$ cat config.mk
export PLATFORM = sky130hd
export DESIGN_NAME = if_stage
export DESIGN_NICKNAME = d
export VERILOG_FILES = /design/src/verilog/if_pkg.sv /design/src/verilog/fetch_fifo.sv /design/src/verilog/if_id_regs.sv /design/src/verilog/if_stage.sv /design/src/verilog/pc_select.sv /design/src/verilog/prefetch_buffer.sv
export SDC_FILE = /design/constraint.sdc
export NUM_CORES = 1
export LEC_CHECK = 0
export BUFFER_PORTS_ARGS = -buffer_cell sky130_fd_sc_hd__buf_2
export CAP_MARGIN = 25
export CORE_UTILIZATION = 60
export CTS_BUF_LIST = sky130_fd_sc_hd__clkbuf_2
export DETAILED_ROUTE_END_ITERATION = 8
export PLACE_DENSITY = 0.87
export SLEW_MARGIN = 25
export SYNTH_ARGS = -nofsm -noshare
export SYNTH_HDL_FRONTEND = slang
export SYNTH_SLANG_ARGS = --single-unit
$ cat constraint.sdc
create_clock -name clk_i -period 5 [get_ports clk_i]
set_clock_uncertainty 0.1 [all_clocks]
set_input_delay 0.5 -clock clk_i [delete_from_list [all_inputs] [get_ports clk_i]]
set_output_delay 0.5 -clock clk_i [all_outputs]
set_load 0.02 [all_outputs]
$ cat src/verilog/if_pkg.sv
/*
 * instruction fetch package
 * widths, interrupt vector constants and the PC source encodings
 * shared by the fetch stage blocks
 */

package if_pkg;

  ////////////////////////////////////////////////////////////
  // widths
  ////////////////////////////////////////////////////////////

  // fetch address width
  parameter int unsigned AddrW = 32;
  // instruction word width, no compressed support
  parameter int unsigned InstrW = 32;
  // width of the interrupt vector index
  parameter int unsigned IrqVecW = 5;

  // every internal interrupt lands on this vector
  parameter int unsigned NmiVec = 31;

  ////////////////////////////////////////////////////////////
  // mux selects
  ////////////////////////////////////////////////////////////

  // source of the next fetch address on a pc set
  typedef enum logic [2:0] {
    PC_BOOT,
    PC_JUMP,
    PC_EXC,
    PC_ERET,
    PC_DRET
  } pc_sel_e;

  // exception target select
  typedef enum logic [1:0] {
    // synchronous exception, mtvec base
    EXC_PC_EXC,
    // vectored interrupt
    EXC_PC_IRQ,
    // debug mode entry
    EXC_PC_DBD,
    // exception while in debug mode
    EXC_PC_DBG_EXC
  } exc_pc_sel_e;

endpackage

$ cat src/verilog/fetch_fifo.sv
/*
 * fetch FIFO
 * queues fetched words with their address and bus error flag
 * and restarts at a new address on flush
 */

`timescale 1ns/100ps

module fetch_fifo #(
  parameter int unsigned FifoDepth = 3
) (
  input  logic                             clk_i,
  input  logic                             rst_ni,
  input  logic                             flush_i,
  input  logic                             in_valid_i,
  input  logic [if_pkg::InstrW-1:0]        in_rdata_i,
  input  logic [if_pkg::AddrW-1:0]         in_addr_i,
  input  logic                             in_err_i,
  input  logic                             out_ready_i,
  output logic                             out_valid_o,
  output logic [if_pkg::InstrW-1:0]        out_rdata_o,
  output logic [if_pkg::AddrW-1:0]         out_addr_o,
  output logic                             out_err_o,
  output logic [$clog2(FifoDepth+1)-1:0]   count_o
);

  import if_pkg::*;

  localparam int unsigned PtrW = $clog2(FifoDepth);
  localparam int unsigned CntW = $clog2(FifoDepth + 1);

  logic [InstrW-1:0]    rdata_q [FifoDepth];
  logic [AddrW-1:0]     addr_q  [FifoDepth];
  logic [FifoDepth-1:0] err_q;
  logic [PtrW-1:0]      wr_ptr_q;
  logic [PtrW-1:0]      rd_ptr_q;
  logic [CntW-1:0]      count_q;
  // address of the next word to be pushed
  logic [AddrW-1:0]     push_addr_q;
  logic                 pop;

  // wrap at the last slot, depth need not be a power of two
  function automatic logic [PtrW-1:0] ptr_inc(input logic [PtrW-1:0] ptr);
    return (ptr == PtrW'(FifoDepth - 1)) ? '0 : ptr + 1'b1;
  endfunction

  assign out_valid_o = (count_q != '0);
  assign pop         = out_valid_o & out_ready_i;

  assign out_rdata_o = rdata_q[rd_ptr_q];
  assign out_addr_o  = addr_q[rd_ptr_q];
  assign out_err_o   = err_q[rd_ptr_q];
  assign count_o     = count_q;

  ////////////////////////////////////////////////////////////
  // pointers and running address
  ////////////////////////////////////////////////////////////

  always_ff @(posedge clk_i or negedge rst_ni) begin
    if (!rst_ni) begin
      wr_ptr_q    <= '0;
      rd_ptr_q    <= '0;
      count_q     <= '0;
      push_addr_q <= '0;
    end else if (flush_i) begin
      // drop everything and restart at the branch target
      wr_ptr_q    <= '0;
      rd_ptr_q    <= '0;
      count_q     <= '0;
      push_addr_q <= in_addr_i;
    end else begin
      if (in_valid_i) begin
        wr_ptr_q    <= ptr_inc(wr_ptr_q);
        push_addr_q <= push_addr_q + AddrW'(4);
      end
      if (pop) begin
        rd_ptr_q <= ptr_inc(rd_ptr_q);
      end
      count_q <= count_q + CntW'(in_valid_i) - CntW'(pop);
    end
  end

  // storage, the upstream budget keeps pushes within depth
  always_ff @(posedge clk_i or negedge rst_ni) begin
    if (!rst_ni) begin
      for (int i = 0; i < FifoDepth; i++) begin
        rdata_q[i] <= '0;
        addr_q[i]  <= '0;
      end
      err_q <= '0;
    end else if (in_valid_i && !flush_i) begin
      rdata_q[wr_ptr_q] <= in_rdata_i;
      addr_q[wr_ptr_q]  <= push_addr_q;
      err_q[wr_ptr_q]   <= in_err_i;
    end
  end

endmodule

$ cat src/verilog/if_id_regs.sv
/*
 * IF-ID pipeline register
 * holds the instruction for decode with valid/new flags and checks
 * that sequential fetches step by one word
 */

`timescale 1ns/100ps

module if_id_regs (
  input  logic                      clk_i,
  input  logic                      rst_ni,
  input  logic                      fetch_valid_i,
  input  logic [if_pkg::InstrW-1:0] fetch_rdata_i,
  input  logic [if_pkg::AddrW-1:0]  fetch_addr_i,
  input  logic                      fetch_err_i,
  input  logic                      id_in_ready_i,
  input  logic                      pc_set_i,
  input  logic                      instr_valid_clear_i,
  output logic                      fetch_ready_o,
  output logic                      instr_valid_id_o,
  output logic                      instr_new_id_o,
  output logic [if_pkg::InstrW-1:0] instr_rdata_id_o,
  output logic                      instr_fetch_err_o,
  output logic [if_pkg::AddrW-1:0]  pc_id_o,
  output logic                      pc_mismatch_alert_o
);

  import if_pkg::*;

  logic consume;
  logic valid_d;
  logic seq_q, seq_d;

  assign fetch_ready_o = id_in_ready_i;
  // a fetch taken alongside a pc set is squashed
  assign consume = fetch_valid_i & id_in_ready_i & ~pc_set_i;

  // valid sticks until decode clears it
  assign valid_d = consume | (instr_valid_id_o & ~instr_valid_clear_i);

  // no step check right after a redirect or a faulting fetch
  assign seq_d = (seq_q | consume) & ~pc_set_i & ~(fetch_valid_i & fetch_err_i);

  ////////////////////////////////////////////////////////////
  // pipeline registers
  ////////////////////////////////////////////////////////////

  always_ff @(posedge clk_i or negedge rst_ni) begin
    if (!rst_ni) begin
      instr_valid_id_o  <= 1'b0;
      instr_new_id_o    <= 1'b0;
      seq_q             <= 1'b0;
      instr_rdata_id_o  <= '0;
      instr_fetch_err_o <= 1'b0;
      pc_id_o           <= '0;
    end else begin
      instr_valid_id_o <= valid_d;
      instr_new_id_o   <= consume;
      seq_q            <= seq_d;
      // payload frozen while decode stalls
      if (consume) begin
        instr_rdata_id_o  <= fetch_rdata_i;
        instr_fetch_err_o <= fetch_err_i;
        pc_id_o           <= fetch_addr_i;
      end
    end
  end

  // next fetch must sit one word past the instruction in decode
  assign pc_mismatch_alert_o = seq_q & fetch_valid_i &
                               (fetch_addr_i != pc_id_o + AddrW'(4));

endmodule

$ cat src/verilog/if_stage.sv
/*
 * instruction fetch stage
 * next pc selection, prefetch buffer and IF-ID register
 */

`timescale 1ns/100ps

module if_stage #(
  parameter logic [if_pkg::AddrW-1:0] DmHaltAddr      = 32'h1A110800,
  parameter logic [if_pkg::AddrW-1:0] DmExceptionAddr = 32'h1A110808,
  parameter int unsigned              FifoDepth       = 3
) (
  input  logic                       clk_i,
  input  logic                       rst_ni,
  input  logic [if_pkg::AddrW-1:0]   boot_addr_i,
  input  logic                       req_i,
  // instruction bus
  output logic                       instr_req_o,
  output logic [if_pkg::AddrW-1:0]   instr_addr_o,
  input  logic                       instr_gnt_i,
  input  logic                       instr_rvalid_i,
  input  logic [if_pkg::InstrW-1:0]  instr_rdata_i,
  input  logic                       instr_bus_err_i,
  // towards decode
  output logic                       instr_valid_id_o,
  output logic                       instr_new_id_o,
  output logic [if_pkg::InstrW-1:0]  instr_rdata_id_o,
  output logic                       instr_fetch_err_o,
  output logic [if_pkg::AddrW-1:0]   pc_if_o,
  output logic [if_pkg::AddrW-1:0]   pc_id_o,
  // control from the controller
  input  logic                       instr_valid_clear_i,
  input  logic                       pc_set_i,
  input  if_pkg::pc_sel_e            pc_mux_i,
  input  if_pkg::exc_pc_sel_e        exc_pc_mux_i,
  input  logic [if_pkg::IrqVecW-1:0] exc_cause_i,
  input  logic                       exc_irq_int_i,
  input  logic [if_pkg::AddrW-1:0]   branch_target_i,
  output logic [if_pkg::AddrW-1:0]   pc_set_target_o,
  // csr values
  input  logic [if_pkg::AddrW-1:0]   csr_mepc_i,
  input  logic [if_pkg::AddrW-1:0]   csr_depc_i,
  input  logic [if_pkg::AddrW-1:0]   csr_mtvec_i,
  output logic                       csr_mtvec_init_o,
  input  logic                       id_in_ready_i,
  output logic                       pc_mismatch_alert_o,
  output logic                       if_busy_o
);

  import if_pkg::*;

  // fetch output of the prefetch buffer
  logic              fetch_valid;
  logic              fetch_ready;
  logic [InstrW-1:0] fetch_rdata;
  logic              fetch_err;

  // target address doubles as the branch address for the prefetcher
  pc_select #(
    .DmHaltAddr      (DmHaltAddr),
    .DmExceptionAddr (DmExceptionAddr)
  ) u_pc_select (
    .boot_addr_i      (boot_addr_i),
    .pc_set_i         (pc_set_i),
    .pc_mux_i         (pc_mux_i),
    .exc_pc_mux_i     (exc_pc_mux_i),
    .exc_cause_i      (exc_cause_i),
    .exc_irq_int_i    (exc_irq_int_i),
    .branch_target_i  (branch_target_i),
    .csr_mepc_i       (csr_mepc_i),
    .csr_depc_i       (csr_depc_i),
    .csr_mtvec_i      (csr_mtvec_i),
    .fetch_addr_o     (pc_set_target_o),
    .csr_mtvec_init_o (csr_mtvec_init_o)
  );

  // fetch address of the head entry is the IF pc
  prefetch_buffer #(
    .FifoDepth (FifoDepth)
  ) u_prefetch_buffer (
    .clk_i           (clk_i),
    .rst_ni          (rst_ni),
    .req_i           (req_i),
    .branch_i        (pc_set_i),
    .branch_addr_i   (pc_set_target_o),
    .ready_i         (fetch_ready),
    .valid_o         (fetch_valid),
    .rdata_o         (fetch_rdata),
    .addr_o          (pc_if_o),
    .err_o           (fetch_err),
    .busy_o          (if_busy_o),
    .instr_req_o     (instr_req_o),
    .instr_addr_o    (instr_addr_o),
    .instr_gnt_i     (instr_gnt_i),
    .instr_rvalid_i  (instr_rvalid_i),
    .instr_rdata_i   (instr_rdata_i),
    .instr_bus_err_i (instr_bus_err_i)
  );

  if_id_regs u_if_id_regs (
    .clk_i               (clk_i),
    .rst_ni              (rst_ni),
    .fetch_valid_i       (fetch_valid),
    .fetch_rdata_i       (fetch_rdata),
    .fetch_addr_i        (pc_if_o),
    .fetch_err_i         (fetch_err),
    .id_in_ready_i       (id_in_ready_i),
    .pc_set_i            (pc_set_i),
    .instr_valid_clear_i (instr_valid_clear_i),
    .fetch_ready_o       (fetch_ready),
    .instr_valid_id_o    (instr_valid_id_o),
    .instr_new_id_o      (instr_new_id_o),
    .instr_rdata_id_o    (instr_rdata_id_o),
    .instr_fetch_err_o   (instr_fetch_err_o),
    .pc_id_o             (pc_id_o),
    .pc_mismatch_alert_o (pc_mismatch_alert_o)
  );

endmodule

$ cat src/verilog/pc_select.sv
/*
 * next pc selection
 * builds the exception target and picks the word aligned fetch address
 */

`timescale 1ns/100ps

module pc_select #(
  parameter logic [if_pkg::AddrW-1:0] DmHaltAddr      = 32'h1A110800,
  parameter logic [if_pkg::AddrW-1:0] DmExceptionAddr = 32'h1A110808
) (
  input  logic [if_pkg::AddrW-1:0]   boot_addr_i,
  input  logic                       pc_set_i,
  input  if_pkg::pc_sel_e            pc_mux_i,
  input  if_pkg::exc_pc_sel_e        exc_pc_mux_i,
  input  logic [if_pkg::IrqVecW-1:0] exc_cause_i,
  input  logic                       exc_irq_int_i,
  input  logic [if_pkg::AddrW-1:0]   branch_target_i,
  input  logic [if_pkg::AddrW-1:0]   csr_mepc_i,
  input  logic [if_pkg::AddrW-1:0]   csr_depc_i,
  input  logic [if_pkg::AddrW-1:0]   csr_mtvec_i,
  output logic [if_pkg::AddrW-1:0]   fetch_addr_o,
  output logic                       csr_mtvec_init_o
);

  import if_pkg::*;

  logic [IrqVecW-1:0] irq_vec;
  logic [AddrW-1:0]   exc_pc;
  logic [AddrW-1:0]   next_pc;

  // internal interrupts all share the nmi vector
  assign irq_vec = exc_irq_int_i ? IrqVecW'(NmiVec) : exc_cause_i;

  ////////////////////////////////////////////////////////////
  // exception target
  ////////////////////////////////////////////////////////////

  always_comb begin
    unique case (exc_pc_mux_i)
      // direct mode, base only
      EXC_PC_EXC:     exc_pc = {csr_mtvec_i[AddrW-1:2], 2'b00};
      // vectored mode, 4 bytes per vector slot
      EXC_PC_IRQ:     exc_pc = {csr_mtvec_i[AddrW-1:8], 1'b0, irq_vec, 2'b00};
      EXC_PC_DBD:     exc_pc = DmHaltAddr;
      EXC_PC_DBG_EXC: exc_pc = DmExceptionAddr;
    endcase
  end

  ////////////////////////////////////////////////////////////
  // fetch address mux
  ////////////////////////////////////////////////////////////

  always_comb begin
    case (pc_mux_i)
      PC_BOOT: next_pc = boot_addr_i;
      PC_JUMP: next_pc = branch_target_i;
      PC_EXC:  next_pc = exc_pc;
      // return from trap handler
      PC_ERET: next_pc = csr_mepc_i;
      // return from debug mode
      PC_DRET: next_pc = csr_depc_i;
      default: next_pc = boot_addr_i;
    endcase
  end

  // every instruction is a full word
  assign fetch_addr_o = {next_pc[AddrW-1:2], 2'b00};

  // csr file loads its mtvec default on the boot jump
  assign csr_mtvec_init_o = pc_set_i & (pc_mux_i == PC_BOOT);

endmodule

$ cat src/verilog/prefetch_buffer.sv
/*
 * prefetch buffer
 * runs the instruction bus, tracks outstanding requests and drops
 * responses that belong to a fetch stream abandoned by a branch
 */

`timescale 1ns/100ps

module prefetch_buffer #(
  parameter int unsigned FifoDepth = 3
) (
  input  logic                      clk_i,
  input  logic                      rst_ni,
  input  logic                      req_i,
  input  logic                      branch_i,
  input  logic [if_pkg::AddrW-1:0]  branch_addr_i,
  input  logic                      ready_i,
  output logic                      valid_o,
  output logic [if_pkg::InstrW-1:0] rdata_o,
  output logic [if_pkg::AddrW-1:0]  addr_o,
  output logic                      err_o,
  output logic                      busy_o,
  // instruction bus
  output logic                      instr_req_o,
  output logic [if_pkg::AddrW-1:0]  instr_addr_o,
  input  logic                      instr_gnt_i,
  input  logic                      instr_rvalid_i,
  input  logic [if_pkg::InstrW-1:0] instr_rdata_i,
  input  logic                      instr_bus_err_i
);

  import if_pkg::*;

  localparam int unsigned CntW = $clog2(FifoDepth + 1);

  logic [AddrW-1:0] addr_q;
  // outstanding requests, at most two
  logic [1:0]       out_cnt_q, out_cnt_d;
  // one discard bit per outstanding request, bit 0 is the oldest
  logic [1:0]       discard_q, discard_d;
  logic [CntW-1:0]  fifo_cnt;
  logic [CntW-1:0]  fifo_cnt_eff;
  logic [CntW:0]    budget_used;
  logic             req_fire;
  logic             push;

  ////////////////////////////////////////////////////////////
  // request control
  ////////////////////////////////////////////////////////////

  // the FIFO empties on a branch so its entries stop counting at once
  assign fifo_cnt_eff = branch_i ? '0 : fifo_cnt;
  assign budget_used  = {{(CntW - 1){1'b0}}, out_cnt_q} + {1'b0, fifo_cnt_eff};

  assign instr_req_o  = req_i & (out_cnt_q != 2'd2) &
                        (budget_used < (CntW + 1)'(FifoDepth));
  // a branch goes straight to the bus in the same cycle
  assign instr_addr_o = branch_i ? branch_addr_i : addr_q;
  assign req_fire     = instr_req_o & instr_gnt_i;

  ////////////////////////////////////////////////////////////
  // outstanding request tracking
  ////////////////////////////////////////////////////////////

  always_comb begin
    out_cnt_d = out_cnt_q;
    discard_d = discard_q;
    // everything already on the bus belongs to the old stream
    if (branch_i) begin
      discard_d = 2'b11;
    end
    // oldest response retires
    if (instr_rvalid_i) begin
      discard_d = {1'b0, discard_d[1]};
      out_cnt_d = out_cnt_d - 2'd1;
    end
    // new grant is always kept
    if (req_fire) begin
      discard_d[out_cnt_d[0]] = 1'b0;
      out_cnt_d = out_cnt_d + 2'd1;
    end
  end

  always_ff @(posedge clk_i or negedge rst_ni) begin
    if (!rst_ni) begin
      addr_q    <= '0;
      out_cnt_q <= '0;
      discard_q <= '0;
    end else begin
      out_cnt_q <= out_cnt_d;
      discard_q <= discard_d;
      // address holds until granted
      if (req_fire) begin
        addr_q <= instr_addr_o + AddrW'(4);
      end else if (branch_i) begin
        addr_q <= branch_addr_i;
      end
    end
  end

  // a response in the branch cycle is from the old stream too
  assign push   = instr_rvalid_i & ~discard_q[0] & ~branch_i;
  assign busy_o = (out_cnt_q != 2'd0);

  fetch_fifo #(
    .FifoDepth (FifoDepth)
  ) u_fetch_fifo (
    .clk_i       (clk_i),
    .rst_ni      (rst_ni),
    .flush_i     (branch_i),
    .in_valid_i  (push),
    .in_rdata_i  (instr_rdata_i),
    .in_addr_i   (branch_addr_i),
    .in_err_i    (instr_bus_err_i),
    .out_ready_i (ready_i),
    .out_valid_o (valid_o),
    .out_rdata_o (rdata_o),
    .out_addr_o  (addr_o),
    .out_err_o   (err_o),
    .count_o     (fifo_cnt)
  );

endmodule
# Word-level counts from Yosys, hierarchy flattened

Index checks and enable logic that the tools add are counted.
Widths: inputs -> output; s select.

Eq/ne operators: 11
Bitwise gates (word level): 24
Magnitude comparators: 9
Reductions and logical operators: 11
$add $sub $neg: 10
Multiplexer cells: 37

Operator list:

| cell                  | count |
|---|---|
| $mux 32               | 9 |
| $pmux 32 s4           | 2 |
| $bwmux 96             | 2 |
| $bmux 32 s2           | 2 |
| $add 32x3->32 const B | 3 |
| $demux 32 s2          | 1 |
| $ne 32x32->1          | 1 |
| $mux 2                | 13 |
| $and 1x1->1           | 14 |
| $eq 2x2->1 const B    | 4 |
| $reduce_bool 2->1     | 4 |
| $add 2x1->2 const B   | 3 |
| $eq 3x2->1 const B    | 2 |
| $ge 3x3->1 const B    | 2 |
| $lt 2x3->1 const B    | 2 |
| $not 2->3             | 2 |
| $mux 5                | 1 |
| $logic_and 1x1->1     | 4 |
| $not 1->1             | 4 |
| $add 2x2->3           | 1 |
| $bwmux 3              | 1 |
| $eq 3x1->1 const B    | 1 |
| $eq 3x3->1 const B    | 1 |
| $logic_not 3->1       | 1 |
| 19 further kinds      | 22 |

Bits of input ports: 212
Word-level logic and storage cells: 122
Output and inout bits: 167
Bits in registers: 337

# Depth between registers and ports, before layout

Depth in word-level cells: 9
Gate-level depth with buffers: 14
Mapped depth without buffers: 10

# Modules after synthesis

A second synthesis with hierarchy kept.

Cells, all modules: 1,773
Area total of the unflattened synthesis: 18,072.3 um2

By module, submodules not included:

| module          | cells each | sequential area each (um2) | area an instance (um2) | instances |
|---|---|---|---|---|
| fetch_fifo      | 874        | 5,830.6                    | 10,781.6               | 1 |
| if_id_regs      | 442        | 1,701.6                    | 3,657.3                | 1 |
| prefetch_buffer | 231        | 900.9                      | 2,339.7                | 1 |
| pc_select       | 226        | 0.0                        | 1,293.7                | 1 |

# Least setup slack after synthesis

OpenSTA, ideal clock, no wires.

Path kind: input -> register
Start: input pc_set_i
End: register u_prefetch_buffer.addr_q[14]
Slack: 1,430 ps
Required time: 4,760 ps
Data arrival time: 3,331 ps
Buffers on the path: 4
Setup time: 140 ps
Cell stages on the path: 14
Cell sequence: buf_6 -> clkbuf_1 -> buf_6 -> clkbuf_1 -> nor2b_1 -> ha_1 -> fa_1 -> a211oi_1 -> and3_1 -> nand2_1 -> or2_2 -> nor2b_2 -> nor3b_1 -> xnor2_1

Longest elaborated chain between the ends: 6
Elaborated cells on any way between the ends: 8
Those cells by class: add/sub: 2; order compare: 1; mux: 3; bitwise: 2

Ends and longest elaborated chain:

| what                                                  | RTL line              | RTL |
|---|---|---|
| from (decl)                                           | if_stage.sv:33        | `input logic pc_set_i,` |
| branches (longest 5 deep; another with $add 32x3->32) | --                    |  |
| $mux 32 (*)                                           | prefetch_buffer.sv:93 | `if (req_fire) begin` |
| to (signal assigned)                                  | prefetch_buffer.sv:94 | `addr_q <= instr_addr_o + AddrW'(4);` |
| to (signal assigned)                                  | prefetch_buffer.sv:96 | `addr_q <= branch_addr_i;` |
| to (decl)                                             | prefetch_buffer.sv:36 | `logic [AddrW-1:0] addr_q;` |

Every way passes the cells marked *.
A chain may end at the register's enable or synchronous reset.

# Final worst setup path

Start: register u_prefetch_buffer.u_fetch_fifo.rd_ptr_q[1]
End: output pc_mismatch_alert_o

Longest elaborated chain between the ends: 6

Ends and longest elaborated chain:

| what                                        | RTL line         | RTL |
|---|---|---|
| from (decl)                                 | fetch_fifo.sv:36 | `logic [PtrW-1:0] rd_ptr_q;` |
| from (signal assigned)                      | fetch_fifo.sv:77 | `rd_ptr_q <= ptr_inc(rd_ptr_q);` |
| $not 2->3 (not written as such)             | fetch_fifo.sv:51 | `assign out_addr_o = addr_q[rd_ptr_q];` |
| $bmux 32 s2                                 | fetch_fifo.sv:51 |  |
| $mux 32 (not written as such) (2 in series) | fetch_fifo.sv:51 |  |
| $ne 32x32->1                                | if_id_regs.sv:71 | `(fetch_addr_i != pc_id_o + AddrW'(4));` |
| $and 1x1->1                                 | if_id_regs.sv:70 | `assign pc_mismatch_alert_o = seq_q & fetch_valid_i &` |
| to (decl)                                   | if_stage.sv:46   | `output logic pc_mismatch_alert_o,` |

No other way between the ends. The select of a mux whose other input is x is not followed.

==> key figures <==
Critical path
  – Crit end category: primary output
  – Reg2reg start: u_prefetch_buffer.u_fetch_fifo.count_o[0]
  – Arrival time at the worst endpoint: 4.10 ns
  – Slack of the worst reg-to-reg path: 1.66 ns
  – Classification of the worst setup path: register to primary output
  – Worst reg2reg path depth: 10
  – Data required time at the worst endpoint: 4.40 ns
  – Terminus of the critical flop-to-flop path: u_prefetch_buffer.addr_q[28]
  – Largest fanout on the critical path: 37
  – Crit path launch type: register

Routing
  – Initial DRC Count: 1140
  – Drt first pass iters: 7
  – Remaining number of nets flagged by the antenna check after routing: 0
  – Vias: 15.3k
  – Via density: 5.97
  – Average wire per standard cell: 20.9 um
  – Wire length after detailed routing: 53600 um
  – Drc violations: 0

GRT
  – Vias in the first global route: 15.5k
  – Number of antenna violations at the first check in global routing: 4
  – Pin count of the biggest net entering global routing: 137
  – Global route overflow: 0
  – Wire length of the first global-routing pass: 83100 um
  – Total routing usage reported by global routing: 0.351

Worst hold path
  – Worst hold path cell count: 4
  – Min-Delay Endpoint: u_prefetch_buffer.addr_q[3]
  – Worst Hold Launch: instr_gnt_i
  – Hold Crit Class: input port to register

Yosys
  – Number of instances in the synthesized netlist: 1694
  – Ys flop type: dfrtp_1
  – Synth area leader: dfrtp_1
  – Register bit count reported by yosys: 328
  – Netlist cell types: 93
  – Most frequent cell after synthesis: dfrtp_1
  – Synthesized area: 0.0179 mm2
  – Yosys warnings: 0
  – Leading post-synthesis cells by cell area: dfrtp_1 (46%), mux2_2 (13%), mux2i_1 (4.2%)
  – Post-synth ARST share: 1.00
  – Number of enable flip-flop cells after synthesis: 0
  – Fraction of the yosys area taken by sequential cells: 0.460
  – Share of Yosys cell area claimed by the top area cell type: 0.460
  – Syn_area_per_cell: 10.5 um2
  – Top cells by count, synth: dfrtp_1 (328), mux2_2 (214), a21oi_1 (137), nor2_1 (137), nand2_1 (97)

Clock tree
  – Master cell of the clock root buffer: clkbuf_2
  – Clock input transition at the sequential cells of the worst setup and hold paths: 0.12 ns
  – Clock tree buffer depth: 3
  – Maximum level of the CTS H-tree: 3
  – Setup repair bufs after CTS: 0
  – Total clock sinks: 328
  – Clock buffers created by TritonCTS: 81
  – Skew-Pair Late Insertion Delay: 0.91 ns
  – TritonCTS clock tree: done

STA
  – Relative max-transition margin: 0.330
  – Finish-stage setup viols: 0
  – Final min period: 4.70 ns
  – Crit share post-route: 0.939
  – RSZ-0062 raised after global routing: no
  – Slew at the pin closest to its max-slew limit: 1.00 ns
  – Count of final max-slew check failures: 0
  – Highest achievable clock rate: 213 MHz
  – Final hold vios: 0
  – TNS Setup: 0 ns

Power
  – Share of power burned in combinational logic: 0.416
  – Power Internal: 6.06 mW
  – IR drop worst, VDD: 0.240 mV
  – Power share of the sequential group: 0.404
  – Static leakage: 9.95 nW
  – Pwr Density: 488 mW/mm2
  – Final total power: 10.4 mW
  – Sw Pwr: 4.33 mW
  – Switching part of the total power: 0.417
  – Clock power share: 0.180

Run status
  – Status: completed

Floorplanning
  – Die Y: 175 um
  – Starting density of the core: 0.615
  – Core Rows: 62
  – Die Outline Area: 0.0305 mm2
  – Die Wd: 175 um
  – I/O pins: 379
  – Placeable core region: 0.0290 mm2

Place
  – HPWL reported at the end of detailed placement: 36100 um
  – Global placer's final weighted congestion: 0.923
  – Port Buffers: 364

Job
  – Max-capacitance violation count: 0

Final layout
  – Net count of the finished layout: 2343
  – Number of filler instances in the final layout: 2101
  – Share of post-route cells with drive strength above 1: 0.371
  – Core occupancy in the finished layout: 0.734
  – Relative area change from synthesis to final layout: 19.3%
## worst max-delay path, stage by stage (launching register included)
cell,delay [ns]
dfrtp_4,0.72
nor2b_4,0.54
buf_4,0.50
nand2_1,0.09
o21ai_0,0.20
xnor2_1,0.15
or4_1,0.49
a211oi_1,0.26
a21oi_1,0.10
buf_2,0.19
## metal layers
| metal | GRT usage | share of wire | vias to the layer above |
|---|---|---|---|
| met2 | 0.586 | 0.48 | 755 |
| li1 | - | - | 6887 |
| met1 | 0.428 | 0.39 | 7455 |
| met5 | 0 | 0 | - |
| met4 | 0.211 | 0.063 | 0 |
| met3 | 0.0586 | 0.060 | 202 |
## cell families after synthesis
kind of cell             Yosys count  synth area share
XOR/XNOR                          98            0.0485
AO/OA/AOI/OAI                    346             0.122
flip-flops                       328             0.460
buffers and inverters            166            0.0444
adder cells (fa/ha/maj)            9           0.00673
other                              1          0.000210
multiplexers                     289             0.177
AND/OR/NAND/NOR                  457             0.141
## sequential cells by signal, summed over array words and instances (netlist names), 2 cells and up
| name | cells |
|---|---|
| u_prefetch_buffer.out_cnt_q | 2 |
| u_prefetch_buffer.u_fetch_fifo.addr_q | 90 |
| u_prefetch_buffer.addr_q | 32 |
| u_prefetch_buffer.u_fetch_fifo.wr_ptr_q | 2 |
| u_prefetch_buffer.discard_q | 2 |
| u_if_id_regs.pc_id_o | 31 |
| u_prefetch_buffer.u_fetch_fifo.rdata_q | 96 |
| u_prefetch_buffer.u_fetch_fifo.err_q | 3 |
| u_if_id_regs.instr_rdata_id_o | 32 |
| u_prefetch_buffer.u_fetch_fifo.rd_ptr_q | 2 |
| u_prefetch_buffer.u_fetch_fifo.count_o | 2 |
| u_prefetch_buffer.u_fetch_fifo.push_addr_q | 30 |
## repair_timing
action	in CTS	in global routing
resized for setup	0	0
hold buffers	67	1
hold endpoints to repair	263	3
## cell type report
cell class / instances / area [um2] / share of cell area
Multi-Input combinational cell: 1203 / 8900 / 0.418
Sequential cell: 328 / 8210 / 0.386
Timing Repair Buffer: 459 / 2760 / 0.130
Clock buffer: 116 / 581 / 0.0273
Tap cell: 384 / 480 / 0.0226
Inverter: 49 / 184 / 0.00864
Clock inverter: 20 / 174 / 0.00817
Antenna cell: 2 / 5.00 / 0.000235
## power groups by stage
stage | Combinational (mW) | Clock (mW) | Sequential [mW]
final | 4.32 | 1.87 | 4.20
after global routing | 4.63 | 2.03 | 4.29
after CTS | 4.21 | 1.87 | 4.14
after detailed placement | 4.13 | 0 | 4.19
after global placement | 3.98 | 0 | 4.11
after floorplan | 2.63 | 0 | 4.31
## cells in the final DEF (no fill, tap or decap), drive strengths merged, types with 13 or more instances in the layout
cell / count
nand2b: 30
buf: 391
or3b: 36
nor2b: 15
nor3: 16
o22ai: 20
a22oi: 14
xnor2: 65
o2bb2ai: 16
nand3: 25
inv: 50
o21a: 30
dlygate4sd3: 68
xor2: 33
nand4: 19
clkbuf: 116
mux2: 214
nor2: 138
and3: 15
clkinv: 13
o21ai: 73
nand2: 97
a21oi: 137
nand3b: 15
dfrtp: 328
mux2i: 75
## through the flow
step / instances / area [um2] / hold slack, ns / setup slack [ns]
floorplan: 1697 / 17900 / 0.104 / 1.43
global placement: 2354 / 19800 / 0.361 / 1.19
detailed placement: 2354 / 19800 / 0.370 / 1.17
CTS: 2557 / 21300 / 0.00106 / 0.260
global route: 2561 / 21300 / 0.0327 / 0.0395
finish: 2561 / 21300 / 0.0632 / 0.304
## how the worst max path moves through the flow
| stage | cells after the start | endpoint | from |
|---|---|---|---|
| 2_1_floorplan | 14 | u_prefetch_buffer.addr_q[14] | pc_set_i |
| 3_3_place_gp | 10 | u_prefetch_buffer.addr_q[28] | pc_mux_i[2] |
| 3_5_place_dp | 10 | u_prefetch_buffer.addr_q[28] | pc_mux_i[2] |
| 4_1_cts | 9 | pc_mismatch_alert_o | u_prefetch_buffer.u_fetch_fifo.rd_ptr_q[1] |
| 5_1_grt | 9 | pc_mismatch_alert_o | u_prefetch_buffer.u_fetch_fifo.rd_ptr_q[1] |
| 6_report | 9 | pc_mismatch_alert_o | u_prefetch_buffer.u_fetch_fifo.rd_ptr_q[1] |
(Power assumes the default switching activity.)
